`config.mk`:
```
export PLATFORM = sky130hd
export DESIGN_NAME = uart_tx_top
export DESIGN_NICKNAME = d
export VERILOG_FILES = /design/src/hdl/uart_pkg.sv /design/src/hdl/apb_regs.sv /design/src/hdl/baud_timer.sv /design/src/hdl/tx_fifo.sv /design/src/hdl/tx_sequencer.sv /design/src/hdl/uart_tx_top.sv
export SDC_FILE = /design/constraint.sdc
export NUM_CORES = 1
export LEC_CHECK = 0
export ABC_AREA = 0
export BUFFER_PORTS_ARGS = -buffer_cell sky130_fd_sc_hd__clkbuf_2
export CAP_MARGIN = 10
export CORE_AREA = 2 2 171 173
export CTS_BUF_LIST = sky130_fd_sc_hd__clkbuf_16
export DETAILED_ROUTE_END_ITERATION = 7
export DIE_AREA = 0 0 173 175
export HOLD_SLACK_MARGIN = 0.06
export PLACE_DENSITY = 0.54
export SYNTH_ARGS = -nofsm -noshare
export SYNTH_HDL_FRONTEND = slang
export SYNTH_SLANG_ARGS = --single-unit
```
`constraint.sdc`:
```
create_clock -name clock -period 3.6 [get_ports clock]
set_input_delay 0.36 -clock clock [delete_from_list [all_inputs] [get_ports clock]]
set_output_delay 0.36 -clock clock [all_outputs]
set_load 0.01 [all_outputs]
```
`src/hdl/uart_pkg.sv`:
```
`default_nettype none

package uart_pkg;

  // apb register map, byte offsets within the 4-bit address space
  localparam logic [3:0] addr_data   = 4'd0;  // write pushes one byte
  localparam logic [3:0] addr_config = 4'd4;  // enable and bit divisor
  localparam logic [3:0] addr_status = 4'd8;  // flags, overflow is write-one-to-clear

  // status word bit positions
  localparam int stat_empty    = 0;
  localparam int stat_full     = 1;
  localparam int stat_busy     = 2;
  localparam int stat_overflow = 3;

  localparam int data_bits = 8;  // bits per frame, start and stop excluded

  // data register view
  typedef struct packed {
    logic [23:0] unused;
    logic [7:0]  data;
  } tx_byte_t;

  // config register view, divisor sits in the low half
  typedef struct packed {
    logic [14:0] unused;
    logic        enable;
    logic [15:0] divisor;
  } cfg_t;

  // one bus word, read as a byte or as configuration
  typedef union packed {
    tx_byte_t tx_byte;
    cfg_t     cfg;
  } reg_word_u;

endpackage

`default_nettype wire

```
`src/hdl/apb_regs.sv`:
```
`timescale 1ns/100ps
`default_nettype none

module apb_regs #(
  parameter int div_bits = 16,
  parameter int abits    = 4
) (
  input  logic                           clock,
  input  logic                           reset,
  input  logic                           psel,
  input  logic                           penable,
  input  logic                           pwrite,
  input  logic [3:0]                     paddr,
  input  logic [31:0]                    pwdata,
  output logic [31:0]                    prdata,
  input  logic                           full,
  input  logic                           empty,
  input  logic                           busy,
  output logic                           push,
  output logic [uart_pkg::data_bits-1:0] push_data,
  output logic                           enable,
  output logic [div_bits-1:0]            divisor
);

  import uart_pkg::*;

  localparam logic [div_bits-1:0] div_reset = div_bits'(16);

  // divisor must fit the 16-bit config field, fifo needs at least two entries
  if (div_bits > 16 || div_bits < 2 || abits < 1)
  begin : g_param_check
    $error("apb_regs: unsupported div_bits or abits");
  end

  reg_word_u   wr_word;     // pwdata seen through the register views
  reg_word_u   cfg_word;    // config readback
  logic [31:0] status_word;
  logic        wr_access;
  logic        rd_access;
  logic        overflow;    // sticky, set by a write while full

  assign wr_word   = pwdata;
  assign wr_access = psel & penable & pwrite;  // takes effect at the closing edge
  assign rd_access = psel & penable & ~pwrite;

  // fifo write port, dropped when full
  assign push      = wr_access && (paddr == addr_data) && !full;
  assign push_data = wr_word.tx_byte.data;

  always_ff @(posedge clock or posedge reset)
  begin
    if (reset)
    begin
      enable   <= 1'b0;
      divisor  <= div_reset;
      overflow <= 1'b0;
    end
    else if (wr_access)
    begin
      case (paddr)
        addr_data:
          if (full)
            overflow <= 1'b1;  // byte is lost
        addr_config:
        begin
          enable  <= wr_word.cfg.enable;
          divisor <= wr_word.cfg.divisor[div_bits-1:0];
        end
        addr_status:
          if (pwdata[stat_overflow])
            overflow <= 1'b0;  // write one to clear
        default: ;
      endcase
    end
  end

  // readback words
  always_comb
  begin
    cfg_word             = '0;
    cfg_word.cfg.enable  = enable;
    cfg_word.cfg.divisor = 16'(divisor);
    status_word                = '0;
    status_word[stat_empty]    = empty;
    status_word[stat_full]     = full;
    status_word[stat_busy]     = busy;
    status_word[stat_overflow] = overflow;
  end

  // read mux, zero outside the access phase and for data
  always_comb
  begin
    prdata = '0;
    if (rd_access)
    begin
      case (paddr)
        addr_config: prdata = cfg_word;
        addr_status: prdata = status_word;
        default:     prdata = '0;
      endcase
    end
  end

endmodule

`default_nettype wire

```
`src/hdl/baud_timer.sv`:
```
`timescale 1ns/100ps
`default_nettype none

module baud_timer #(
  parameter int div_bits = 16
) (
  input  logic                clock,
  input  logic                reset,
  input  logic                run,      // high for a whole frame
  input  logic [div_bits-1:0] divisor,  // cycles per bit
  output logic                bit_tick
);

  logic [div_bits-1:0] count;  // cycles left in the current bit, minus one

  // last cycle of each bit period
  assign bit_tick = run && (count == '0);

  always_ff @(posedge clock or posedge reset)
  begin
    if (reset)
      count <= '0;
    else if (!run || bit_tick)
      count <= divisor - 1'b1;  // parked at a full period while idle
    else
      count <= count - 1'b1;
  end

endmodule

`default_nettype wire

```
`src/hdl/tx_fifo.sv`:
```
`timescale 1ns/100ps
`default_nettype none

module tx_fifo #(
  parameter int abits     = 4,
  parameter int data_bits = uart_pkg::data_bits
) (
  input  logic                 clock,
  input  logic                 reset,
  input  logic                 push,       // caller guarantees not full
  input  logic                 pop,
  input  logic [data_bits-1:0] push_data,
  output logic [data_bits-1:0] pop_data,   // valid the cycle after pop
  output logic                 empty,
  output logic                 full
);

  logic [data_bits-1:0] mem [2**abits];  // 2^abits entries
  logic [abits-1:0] wr_ptr, wr_next, wr_succ;
  logic [abits-1:0] rd_ptr, rd_next, rd_succ;
  logic             full_next, empty_next;
  logic             do_pop;

  assign do_pop = pop & ~empty;  // a pop on empty is ignored

  // storage, no reset needed
  always_ff @(posedge clock)
  begin
    if (push)
      mem[wr_ptr] <= push_data;
  end

  // registered read port
  always_ff @(posedge clock)
  begin
    if (do_pop)
      pop_data <= mem[rd_ptr];
  end

  always_ff @(posedge clock or posedge reset)
  begin
    if (reset)
    begin
      wr_ptr <= '0;
      rd_ptr <= '0;
      full   <= 1'b0;
      empty  <= 1'b1;
    end
    else
    begin
      wr_ptr <= wr_next;
      rd_ptr <= rd_next;
      full   <= full_next;
      empty  <= empty_next;
    end
  end

  // next-state logic for pointers and flags
  always_comb
  begin
    wr_succ    = wr_ptr + 1'b1;
    rd_succ    = rd_ptr + 1'b1;
    wr_next    = wr_ptr;  // hold by default
    rd_next    = rd_ptr;
    full_next  = full;
    empty_next = empty;
    case ({push, do_pop})
      2'b01:
      begin
        rd_next   = rd_succ;
        full_next = 1'b0;
        if (rd_succ == wr_ptr)
          empty_next = 1'b1;  // last word left
      end
      2'b10, 2'b11:
      begin
        wr_next = wr_succ;
        if (do_pop)
          rd_next = rd_succ;  // both move, occupancy and flags unchanged
        else
        begin
          empty_next = 1'b0;
          if (wr_succ == rd_ptr)
            full_next = 1'b1;  // writer caught up with reader
        end
      end
      default: ;
    endcase
  end

endmodule

`default_nettype wire

```
`src/hdl/tx_sequencer.sv`:
```
`timescale 1ns/100ps
`default_nettype none

module tx_sequencer (
  input  logic                           clock,
  input  logic                           reset,
  input  logic                           enable,
  input  logic                           empty,
  input  logic                           bit_tick,
  input  logic [uart_pkg::data_bits-1:0] pop_data,
  output logic                           pop,
  output logic                           run,
  output logic                           busy,
  output logic                           tx
);

  import uart_pkg::*;

  typedef enum logic [2:0] {idle, load, start, data, stop} state_t;

  state_t             state;
  logic [data_bits:0] shift;      // data byte with the stop bit on top
  logic [2:0]         bit_count;  // data bits already sent

  // fetch a byte only from idle, so pop is a single-cycle pulse
  assign pop  = (state == idle) && !empty && enable;
  assign busy = (state != idle);

  always_ff @(posedge clock or posedge reset)
  begin
    if (reset)
    begin
      state     <= idle;
      run       <= 1'b0;
      tx        <= 1'b1;  // line idles high
      bit_count <= '0;
    end
    else
    begin
      case (state)
        idle:
          if (pop)
            state <= load;
        load:
        begin
          state     <= start;  // fifo read data is valid now
          tx        <= 1'b0;   // start bit
          run       <= 1'b1;
          bit_count <= '0;
        end
        start:
          if (bit_tick)
          begin
            state <= data;
            tx    <= shift[0];  // lsb first
          end
        data:
          if (bit_tick)
          begin
            tx        <= shift[0];
            bit_count <= bit_count + 1'b1;
            if (bit_count == 3'd7)
              state <= stop;  // shift[0] holds the stop bit here
          end
        stop:
          if (bit_tick)
          begin
            state <= idle;
            run   <= 1'b0;
          end
        default:
          state <= idle;
      endcase
    end
  end

  // shift register, payload only
  always_ff @(posedge clock)
  begin
    if (state == load)
      shift <= {1'b1, pop_data};
    else if (bit_tick && (state == start || state == data))
      shift <= shift >> 1;
  end

endmodule

`default_nettype wire

```
`src/hdl/uart_tx_top.sv`:
```
`timescale 1ns/100ps
`default_nettype none

module uart_tx_top #(
  parameter int abits    = 4,   // fifo holds 2^abits bytes
  parameter int div_bits = 16
) (
  input  logic        clock,
  input  logic        reset,
  input  logic        psel,
  input  logic        penable,
  input  logic        pwrite,
  input  logic [3:0]  paddr,
  input  logic [31:0] pwdata,
  output logic [31:0] prdata,
  output logic        tx
);

  import uart_pkg::*;

  logic                 push, pop;
  logic [data_bits-1:0] push_data, pop_data;
  logic                 empty, full;
  logic                 enable, busy;
  logic [div_bits-1:0]  divisor;
  logic                 run, bit_tick;

  apb_regs #(
    .div_bits (div_bits),
    .abits    (abits)
  ) i_regs (
    .clock     (clock),
    .reset     (reset),
    .psel      (psel),
    .penable   (penable),
    .pwrite    (pwrite),
    .paddr     (paddr),
    .pwdata    (pwdata),
    .prdata    (prdata),
    .full      (full),
    .empty     (empty),
    .busy      (busy),
    .push      (push),
    .push_data (push_data),
    .enable    (enable),
    .divisor   (divisor)
  );

  tx_fifo #(
    .abits     (abits),
    .data_bits (data_bits)
  ) i_fifo (
    .clock     (clock),
    .reset     (reset),
    .push      (push),
    .pop       (pop),
    .push_data (push_data),
    .pop_data  (pop_data),
    .empty     (empty),
    .full      (full)
  );

  baud_timer #(
    .div_bits (div_bits)
  ) i_timer (
    .clock    (clock),
    .reset    (reset),
    .run      (run),
    .divisor  (divisor),
    .bit_tick (bit_tick)
  );

  tx_sequencer i_seq (
    .clock    (clock),
    .reset    (reset),
    .enable   (enable),
    .empty    (empty),
    .bit_tick (bit_tick),
    .pop_data (pop_data),
    .pop      (pop),
    .run      (run),
    .busy     (busy),
    .tx       (tx)     // serial line
  );

endmodule

`default_nettype wire

```
Yosys cells after proc, flatten, opt, wreduce, memory -nomap -nowiden
Memory sizes are Yosys's and may differ from the RTL's. A register that Yosys moved wholly into a read port is not among the register bits. Cells that the tools add are included.

Muxes and demuxes: 30. Add/subtract/negate cells: 5. Reductions and logical operators: 32. Equality and inequality tests: 24. Bitwise gates (word level): 6.

Operators by type and width (number): $pmux 17 s2 (1); $mux 32 (1); $sub 16x1->16 const B (2); $mux 3 (6); $ne 2x1->1 const B (9); $logic_not 16->1 (1); $mux 16 (1); $mux 8 (2); $pmux 3 s5 (1); $reduce_bool 2->1 (6); $mux 1 (10); $pmux 1 s2 (5); $reduce_and 2->1 (5); $add 4x1->4 const B (2); $eq 4x4->1 (2); $pmux 4 s2 (1); $eq 3x2->1 const B (2); $eq 3x3->1 const B (2); $logic_and 1x1->1 (6); $ne 2x2->1 const B (3); $pmux 3 s2 (1); $reduce_and 3->1 (2); $reduce_and 5->1 (1); $and 1x1->1 (4); 15 further kinds (21).

Bits in registers: 61. RAM bits: 128. Output and inout bits: 33. Memories: 1.

Memory list: i_fifo.mem (depth 16, bits a word 8, read ports 1, clocked after Yosys merged registers in 1, wr ports 1, line tx_fifo.sv:18) `logic [data_bits-1:0] mem [2**abits];`.

Logic depth before layout (Yosys ltp)
Gate-level depths: netlist of run 1.

Depth after elaboration: 8. Depth in mapped cells: 12. Depth with buffers taken out: 10.

Cells and area by module
Synthesis of run 1 repeated with hierarchy kept, for this count alone.

Cell total of the unflattened synthesis: 576. Area total of the unflattened synthesis: 8957.3 sq um.

Modules (own cells, without submodules): tx_fifo (area each 5850.6 sq um, instances 1, seq. area each 4335.4 sq um, cells an instance 287); baud_timer (area each 1164.9 sq um, instances 1, seq. area each 400.4 sq um, cells an instance 124); apb_regs (area each 1127.3 sq um, instances 1, seq. area each 451.7 sq um, cells an instance 97); tx_sequencer (area each 814.5 sq um, instances 1, seq. area each 461.7 sq um, cells an instance 68).

Least setup slack after synthesis of run 1
OpenSTA, ideal clock, no wires.

Path type: register -> register. Start point: register i_timer.count[3]. End point: register i_timer.count[4]. Setup time: 0.128 ns. Clock period less this slack: 2.831 ns. Stages on the path, launching flop included: 13. Arrival: 2.703 ns. Path slack: 0.769 ns. Cells stage by stage: dfrtp_1 -> nor4_4 -> nand3_2 -> o21ai_4 -> buf_4 -> buf_2 -> mux2i_1 -> ha_1 -> nand2_1 -> a21oi_1 -> nor2b_1 -> xnor2_1 -> mux2i_1.

Cells in the longest elaborated chain, start to end: 4.

RTL lines: from (decl) (line baud_timer.sv:14) `logic [div_bits-1:0] count;`; from (signal assigned) (line baud_timer.sv:24) `count <= divisor - 1'b1;`; from (signal assigned) (line baud_timer.sv:26) `count <= count - 1'b1;`; branches (longest 3 deep; another with $sub 16x1->16); $mux 16 (*) (line baud_timer.sv:23) `else if (!run || bit_tick)`.

Mark *: on every way between the ends. A chain may end at the register's enable or synchronous reset.

Worst setup path after layout of run 1
Start point: register i_timer.count[10]. End point: register i_timer.count[4].

Cells in the longest elaborated chain, start to end: 4.

RTL lines: $logic_not 16->1 (line baud_timer.sv:17) `assign bit_tick = run && (count == '0);`; $logic_and 1x1->1 (line baud_timer.sv:17); $logic_or 1x1->1 (line baud_timer.sv:23); $mux 16 (line baud_timer.sv:23).

No other way between the ends.

==> results of run 1 <==
## metal layers
layer | vias to the layer above | track usage | share of wire
met5 | - | 0 | 0
met4 | 0 | 0.0378 | 0.013
met3 | 15 | 0.0222 | 0.038
met2 | 104 | 0.199 | 0.48
met1 | 2405 | 0.171 | 0.47
li1 | 2157 | - | -
## worst min-delay path by stage
stage                           from  cells past startpoint                             end
after floorplan             paddr[3]                      1     i_regs.overflow$_DFFE_PP0P_
after global placement         reset                      2       i_regs.enable$_DFFE_PP0P_
after detailed placement       reset                      2       i_regs.enable$_DFFE_PP0P_
after CTS                 pwdata[16]                      3       i_regs.enable$_DFFE_PP0P_
after global routing      pwdata[14]                      2  i_regs.divisor[14]$_DFFE_PP0P_
final                     pwdata[14]                      2  i_regs.divisor[14]$_DFFE_PP0P_
## layout make-up
class                      count  area, sq um  share of cell area
clock buffer                  17          425              0.0425
clock inverter                15          191              0.0191
inverter                       8         30.0             0.00300
multi-input combinational    317         2840               0.284
sequential                   197         5650               0.565
tap                          384          480              0.0480
timing repair buffer          65          383              0.0383
## repair_timing
item	4_1_cts	5_1_grt
gates resized for setup	0	0
buffers inserted	0	0
hold endpoints to repair	28	0
hold buffers	1	0
## cell usage in the layout (no fill, tap or decap), drive strengths merged, types with 17 or more instances in the layout
master  synthesis  routed
dfrtp          49      49
buf            24      21
nor2           40      40
edfxtp        144     144
nand2          30      30
xor2           17      17
mux2           25      25
inv             8      17
mux4           40      40
xnor2          22      22
clkbuf         12      60
## through the flow
step                       util  instance area (sq um)
after floorplan               -                   8720
after global placement    0.330                   9380
after detailed placement  0.330                   9380
final                     0.352                  10000
after CTS                 0.352                  10000
after global routing      0.352                  10000
## logic make-up after synthesis
kind of cell,count (synthesis),synth area share
compound gates,40,0.0322
xor+xnor,39,0.0394
fa+ha+maj,8,0.0115
buf+inv,44,0.0270
flops,197,0.651
mux,81,0.155
other cells,1,0.000432
simple gates,134,0.0833
## flip-flops by register name, indices dropped and copies added (netlist names), 4 cells and up
register         count
i_regs.divisor      16
i_timer.count       16
i_fifo.pop_data      8
i_fifo.wr_ptr        4
i_fifo.mem         128
i_seq.shift          9
i_fifo.rd_ptr        4
## critical path, delay by kind of cell (launching register included)
family                   cells  cell delay, ns
AND/OR/NAND/NOR              4            0.88
flip-flops                   1            0.43
adder cells (fa/ha/maj)      1            0.22
XOR/XNOR                     1            0.14
multiplexers                 2            0.34
AO/OA/AOI/OAI                2            0.63
## power groups by stage
| stage | clock network, W | registers (W) | logic [W] |
|---|---|---|---|
| 6_report | 0.00194 | 0.00275 | 0.000948 |
| 3_3_place_gp | 0 | 0.00279 | 0.000939 |
| 4_1_cts | 0.00198 | 0.00275 | 0.000963 |
| 5_1_grt | 0.00207 | 0.00278 | 0.00104 |
| 3_5_place_dp | 0 | 0.00280 | 0.000956 |
| 2_1_floorplan | 0 | 0.00272 | 0.000800 |
==> results.md, run 1 <==
Run status:
- The flow ran to the end, and the final reports show no timing, DRC or antenna violations.

GRT:
- Entering global routing, the biggest net connects 38 pins.
- The total overflow left after global routing is 0.
- The first-pass GRT wire length is 28700 microns.
- The initial antenna violation count is 0.
- The total global routing track utilization is 0.124.
- The number of global-route vias before repair came to 4860.

Drt:
- The post-detailed-routing wire length is 18000 microns.
- Summing over every cut layer, the via total after detailed routing is 4681.
- The per-cell via count in the routed design is 4.67.
- The pre-antenna-repair detailed-routing pass consisted of 4 iterations.
- In the routed design, unresolved DRC markers number 0.
- The routed wire length per instance is 17.9 microns.
- The post-route antenna net violation count is 0.
- The violation count after the first detailed-routing iteration is 380.

Worst setup path:
- The critical path ends at i_timer.count[4]$_DFF_PP0_.
- The critical path goes through nor4_2, nand2_1, o21ai_4, mux2i_1, ha_1, nand2_1, a21oi_1, nor2b_1, xnor2_1, mux2i_1.
- For this run, the slowest stage of the critical path takes 0.43 ns.
- The worst setup path is captured at a register.
- The worst setup path is launched from a register.
- The setup path with the least slack is of type register to register.
- The reg2reg setup slack is 0.84 ns.
- Along the worst path, the maximum fanout reaches 6.
- The worst reg-to-reg path cell count is 10.
- The slowest library cell on the worst path is sky130_fd_sc_hd__dfrtp_1.
- The terminus of the critical flop-to-flop path is i_timer.count[4]$_DFF_PP0_.
- In this run the worst setup path begins at i_timer.count[10]$_DFF_PP0_.
- For the worst setup path, the data arrival time is 3.07 ns.
- The endpoint required time on the critical path is 3.91 ns.
- In this run the critical register-to-register path is launched from i_timer.count[10]$_DFF_PP0_.

Logic synthesis:
- The count of distinct cell types in the synthesized netlist is 50.
- The leading cell type by number of instances after synthesis is sky130_fd_sc_hd__edfxtp_1.
- The count of flip-flops with a built-in enable after synthesis is 144.
- After synthesis, the cell types taking the most area are sky130_fd_sc_hd__edfxtp_1 (50%), sky130_fd_sc_hd__dfrtp_1 (14%), sky130_fd_sc_hd__mux4_2 (10%).
- The Yosys warning count is 0.
- The share of the Yosys chip area taken by registers is 0.651.
- Synthesis produced 544 cells.
- Sorting the synthesized cells by how often they occur yields sky130_fd_sc_hd__edfxtp_1 (144), sky130_fd_sc_hd__dfrtp_1 (49), sky130_fd_sc_hd__mux4_2 (40), sky130_fd_sc_hd__nor2_1 (39), sky130_fd_sc_hd__nand2_1 (30).
- The predominant post-synthesis flop cell is sky130_fd_sc_hd__edfxtp_1.
- The area share of the leading cell type in the synthesized netlist is 0.499.
- The dominant cell type by area after synthesis is sky130_fd_sc_hd__edfxtp_1.
- The netlist area before placement is 0.00867 sq mm.
- For this run, asynchronously set or reset flops after synthesis account for 0.264.
- The average instance in the mapped netlist occupies 15.9 sq um.
- Counting flops and latches in the post-synthesis netlist gives 197.

Timing:
- For the pin with the worst max-slew slack, the measured transition is 0.863 ns.
- The max-slew violation total from the final report is 0.
- The setup TNS is 0 ns.
- For this run, the top clock speed supported by timing is 362 MHz.
- The remaining max-slew budget at the tightest pin is 0.420.
- The shortest clock period the worst path allows after layout is 2.76 ns.
- The post-layout worst setup margin is 0.837 ns.
- The worst hold slack across all endpoints is 0.143 ns.
- Across the routed clock network, the largest skew measured is 0.0196 ns.
- Setup violations remaining at the end of the flow were counted as 0.
- The post-route fraction of the period consumed by the critical path is 0.767.
- The hold violation total from the final report came to 0.
- Setup repair after global routing left no endpoint under its margin.

Pwr:
- The internal power consumption is 0.00401 W.
- The net switching power of the design is 0.00163 W.
- The share of total power dissipated in the clock network is 0.343.
- Dividing total power by cell area gives a power density of 563 mW/mm^2.
- The largest vdd supply drop is 0.387 mV.
- Of the total power, combinational logic draws 0.168.
- The total chip power is 0.00564 W.
- Of the total power, the share spent switching nets is 0.289.
- The sequential share of power is 0.488.
- The leakage power total is 3.60 nW.

Clocking:
- The count of clock tree sinks is 197.
- The clock latency on the worst-skew pair is 0.44 ns.
- The CTS tree is built.
- The clock tree synthesis step divided the H-tree into 4 levels.
- Clock tree synthesis selected as its root buffer the cell sky130_fd_sc_hd__clkbuf_16.
- The number of clock buffers added by TritonCTS is 17.
- The maximum root-to-sink buffer count is 2.
- Clock-pin slew was measured on the worst setup and hold paths at 0.09 ns.

Final layout:
- The fill cell instance count of the final layout is 2752.
- The area added between synthesis and finish is 15.3%.
- The non-filler instance count after layout is 1003.
- The number of antenna diodes in the final layout is 0.
- For this run, the post-layout net count is 655.
- In the final layout, the share of cells above drive strength 1 is 0.291.

Die:
- Row generation in the floorplan step produced 62 rows.
- The die boundary width is 173 microns.
- The effective utilization at floorplan is 0.305.
- The height of the die is 175 microns.
- The core region is 0.0284 sq mm.
- 74 I/O pins were placed.
- The floorplan step defined a die boundary enclosing 0.0303 sq mm.

Flow run:
- The max capacitance violation total is 0.

Place:
- Before CTS, the worst setup slack after placement is 0.828 ns.
- The wire-length estimate of the detail-placed layout is 12300 microns.
- Buffers placed on the I/O ports in this run total 43.
- The number of instances in the placed design is 970.
- The final RePlAce weighted congestion is 0.767.

Worst hold path:
- The min-delay analysis places its worst path in the category input pin to register.
No activity file was read; power rests on OpenSTA's default activity.
==> run 2: changes to the inputs <==
- clock period: 3.6 -> 2.7 ns (I/O delays scaled with it)
==> results.md, run 2 (synthesized netlist as in run 1, its figures left out) <==
Drt:
- The per-cell via count in the routed design was 4.62 (-1.0%).
- The routed wire length per instance is 16.9 microns (-5.5%).
- The post-detailed-route DRC marker count is 0 (unchanged).
- The post-route antenna net violation count was 0 (unchanged).
- The detailed-route via count is 4740 (+1.3%).
- The post-detailed-routing wire length is 17400 microns (-3.3%).
- The first-pass iteration count of the detailed router is 5 (+1).
- The violation count after the first detailed-routing iteration came to 429 (+13%).

Clocking:
- The CTS buffer count is 17 (unchanged).
- The total number of H-tree levels was 4 (unchanged).
- Clock tree synthesis selected as its root buffer the cell sky130_fd_sc_hd__clkbuf_16.
- The clock latency on the worst-skew pair is 0.43 ns (about the same).
- The CTS tree is built.
- The clock-pin slew reported for the worst setup and hold paths after clock tree synthesis came to 0.08 ns (about the same).
- The count of clock tree sinks was 197 (unchanged).
- The maximum root-to-sink buffer count is 2 (unchanged).

Timing:
- The count of endpoints failing setup in the final report is 0 (unchanged).
- The post-route fraction of the period consumed by the critical path was 0.937 (+0.170).
- The achievable clock frequency came to 395 MHz (+9.2%).
- The actual slew at the worst max-slew pin is 0.667 ns (-0.196 ns).
- The worst hold slack across all endpoints was 0.0737 ns (-0.0693 ns).
- The max-slew violation total from the final report came to 0 (unchanged).
- The remaining max-slew budget at the tightest pin is 0.554 (+0.134).
- The worst clock skew was 0.0125 ns (-0.00702 ns).
- The hold violation total from the final report is 0 (unchanged).
- The shortest clock period the worst path allows after layout is 2.53 ns (-0.232 ns).

GRT:
- The maximum number of pins on one net before global-route repair came to 38 (unchanged).
- The met3 track utilization from global routing came to 0.0233 (+0.00109).
- The met2 layer usage reported by global route is 0.204 (+0.00417).
- The first-pass GRT wire length was 27900 microns (-2.7%).
- The global-route track usage on met1 is 0.157 (-0.0141).
- The residual overflow from global routing was 0 (unchanged).
- The number of global-route vias before repair is 4972 (+2.3%).
- The initial antenna violation count is 0 (unchanged).
- The total global routing track utilization is 0.120 (-0.00382).
- The layer flagged by global routing as most heavily used is met2.

Place:
- The final RePlAce weighted congestion is 0.775 (+0.98%).
- The sum of net half-perimeters after detailed placement is 12400 microns (+1.2%).
- The placed standard-cell area came to 0.00956 sq mm (+2.0%).
- The number of buffers added on ports is 43 (unchanged).
- The number of instances in the placed design is 989 (+2.0%).

Final layout:
- The area added between synthesis and finish is 18.0%.
- The final net count is 678 (+3.5%).
- In the layout the commonest cells are sky130_fd_sc_hd__edfxtp_1 (144), sky130_fd_sc_hd__dfrtp_1 (48), sky130_fd_sc_hd__clkbuf_2 (43).
- The fraction of layout instances using a drive strength above 1 is 0.319 (+0.0285).
- The post-route cell area was 0.0102 sq mm (+2.3%).
- The register with the most flip-flops is i_fifo.mem.
- In the final layout, the registers with the most flip-flops are i_fifo.mem (128), i_regs.divisor (16), i_timer.count (16).
- The number of diodes added for antenna fixing is 0 (unchanged).
- The commonest non-fill, non-tap cell in the layout is sky130_fd_sc_hd__edfxtp_1.
- The non-filler instance count after layout is 1026 (+2.3%).
- The flip-flop count of the largest register, all copies and words added is 128 (unchanged).

Worst setup path:
- The category of the most critical setup path is register to register.
- STA classifies the critical path startpoint as a register.
- The endpoint required time on the critical path is 3.01 ns (-0.90 ns).
- The worst setup path is captured at a register.
- The data arrival time at the worst-slack endpoint was 2.84 ns (-0.23 ns).
- The largest fanout of any net on the critical path came to 6 (unchanged).

Die:
- The effective utilization at floorplan came to 0.305 (unchanged).
- The top-level I/O count is 74 (unchanged).
- The cell row count is 62 (unchanged).
- The core outline area was 0.0284 sq mm (unchanged).
- The die boundary width was 173 microns (unchanged).
- The height of the die is 175 microns (unchanged).
- The die area is 0.0303 sq mm (unchanged).

Worst hold path:
- In this run the worst hold path is classified as input pin to register.

Flow run:
- The max capacitance violation total is 0 (unchanged).

Pwr:
- The power density normalized to cell area was 733 mW/mm^2 (+30%).
- The largest vdd supply drop is 0.414 mV (+7.0%).
- The leakage power total is 3.71 nW (+3.2%).

Run status:
- The run finished with clean final reports.
run 2: changes by cell type in the layout (fill, tap and decap cells not counted), sizes merged:
cell | previous run | this run
buf | 21 | 42
clkinvlp | 0 | 1
dlygate4sd3 | 1 | 3
inv | 17 | 13
clkinv | 6 | 9
run 2: layer usage:
metal | wire, microns | up-vias
met5 | 0 | -
met4 | 201 | 0
met3 | 711 | 16
met2 | 8770 | 92
met1 | 7700 | 2421
li1 | - | 2211
run 2: power breakdown:
| group | internal, W | switching [W] |
|---|---|---|
| Combinational | 0.000696 | 0.000662 |
| Clock | 0.00126 | 0.00124 |
| Sequential | 0.00342 | 0.000233 |
| Total | 0.00537 | 0.00213 |
run 2: path summary, 6_finish.rpt:
| path | endpoint | slack [ns] | cells past startpoint | start |
|---|---|---|---|---|
| min in group asynchronous | i_regs.divisor[8]$_DFFE_PP0P_ | 0.44 | 3 | reset |
| worst max-delay path | i_timer.count[4]$_DFF_PP0_ | 0.17 | 10 | i_timer.count[12]$_DFF_PP0_ |
| worst min-delay path | i_regs.divisor[9]$_DFFE_PP0P_ | 0.07 | 2 | pwdata[9] |
| worst max register to register | i_timer.count[4]$_DFF_PP0_ | 0.17 | 10 | i_timer.count[12]$_DFF_PP0_ |
| worst min register to register | i_seq.shift[8]$_SDFFE_PP1P_ | 0.51 | 2 | i_seq.shift[8]$_SDFFE_PP1P_ |
| max in group asynchronous | i_fifo.empty$_DFFE_PP1P_ | 1.59 | 4 | reset |
run 2: worst max-delay path, cell delays in order, from the launching register on:
cell,delay (ns)
sky130_fd_sc_hd__dfrtp_1,0.45
sky130_fd_sc_hd__nor4_4,0.33
sky130_fd_sc_hd__nand2_1,0.17
sky130_fd_sc_hd__o21ai_4,0.23
sky130_fd_sc_hd__mux2i_2,0.28
sky130_fd_sc_hd__ha_2,0.23
sky130_fd_sc_hd__nand2_2,0.09
sky130_fd_sc_hd__a21oi_4,0.21
sky130_fd_sc_hd__nor2b_1,0.19
sky130_fd_sc_hd__xnor2_1,0.15
sky130_fd_sc_hd__mux2i_1,0.09
run 2: what timing repair did:
action,CTS,global route
hold buffers,3,0
hold endpoints to repair,24,0
setup endpoints to repair,0,5
resized for setup,0,3
setup buffers,0,2
run 2: through the flow:
step / utilization / setup slack [ns] / setup TNS, ns / total power, W
detailed placement: 0.337 / 0.0530 / 0 / 0.00507
global placement: 0.337 / 0.168 / 0 / 0.00502
floorplan: - / 0.0184 / 0 / 0.00470
finish: 0.360 / 0.169 / 0 / 0.00750
CTS: 0.359 / 0.0323 / 0 / 0.00757
global route: 0.360 / -0.0110 / -0.0110 / 0.00788
run 2: area by class of cell:
cell class / instances / area [sq um]
Clock buffer: 17 / 425
Tap cell: 384 / 480
Fill cell: 2698 / 18200
Multi-Input combinational cell: 317 / 2880
Inverter: 8 / 30.0
Timing Repair Buffer: 88 / 586
Clock inverter: 15 / 185
Sequential cell: 197 / 5650
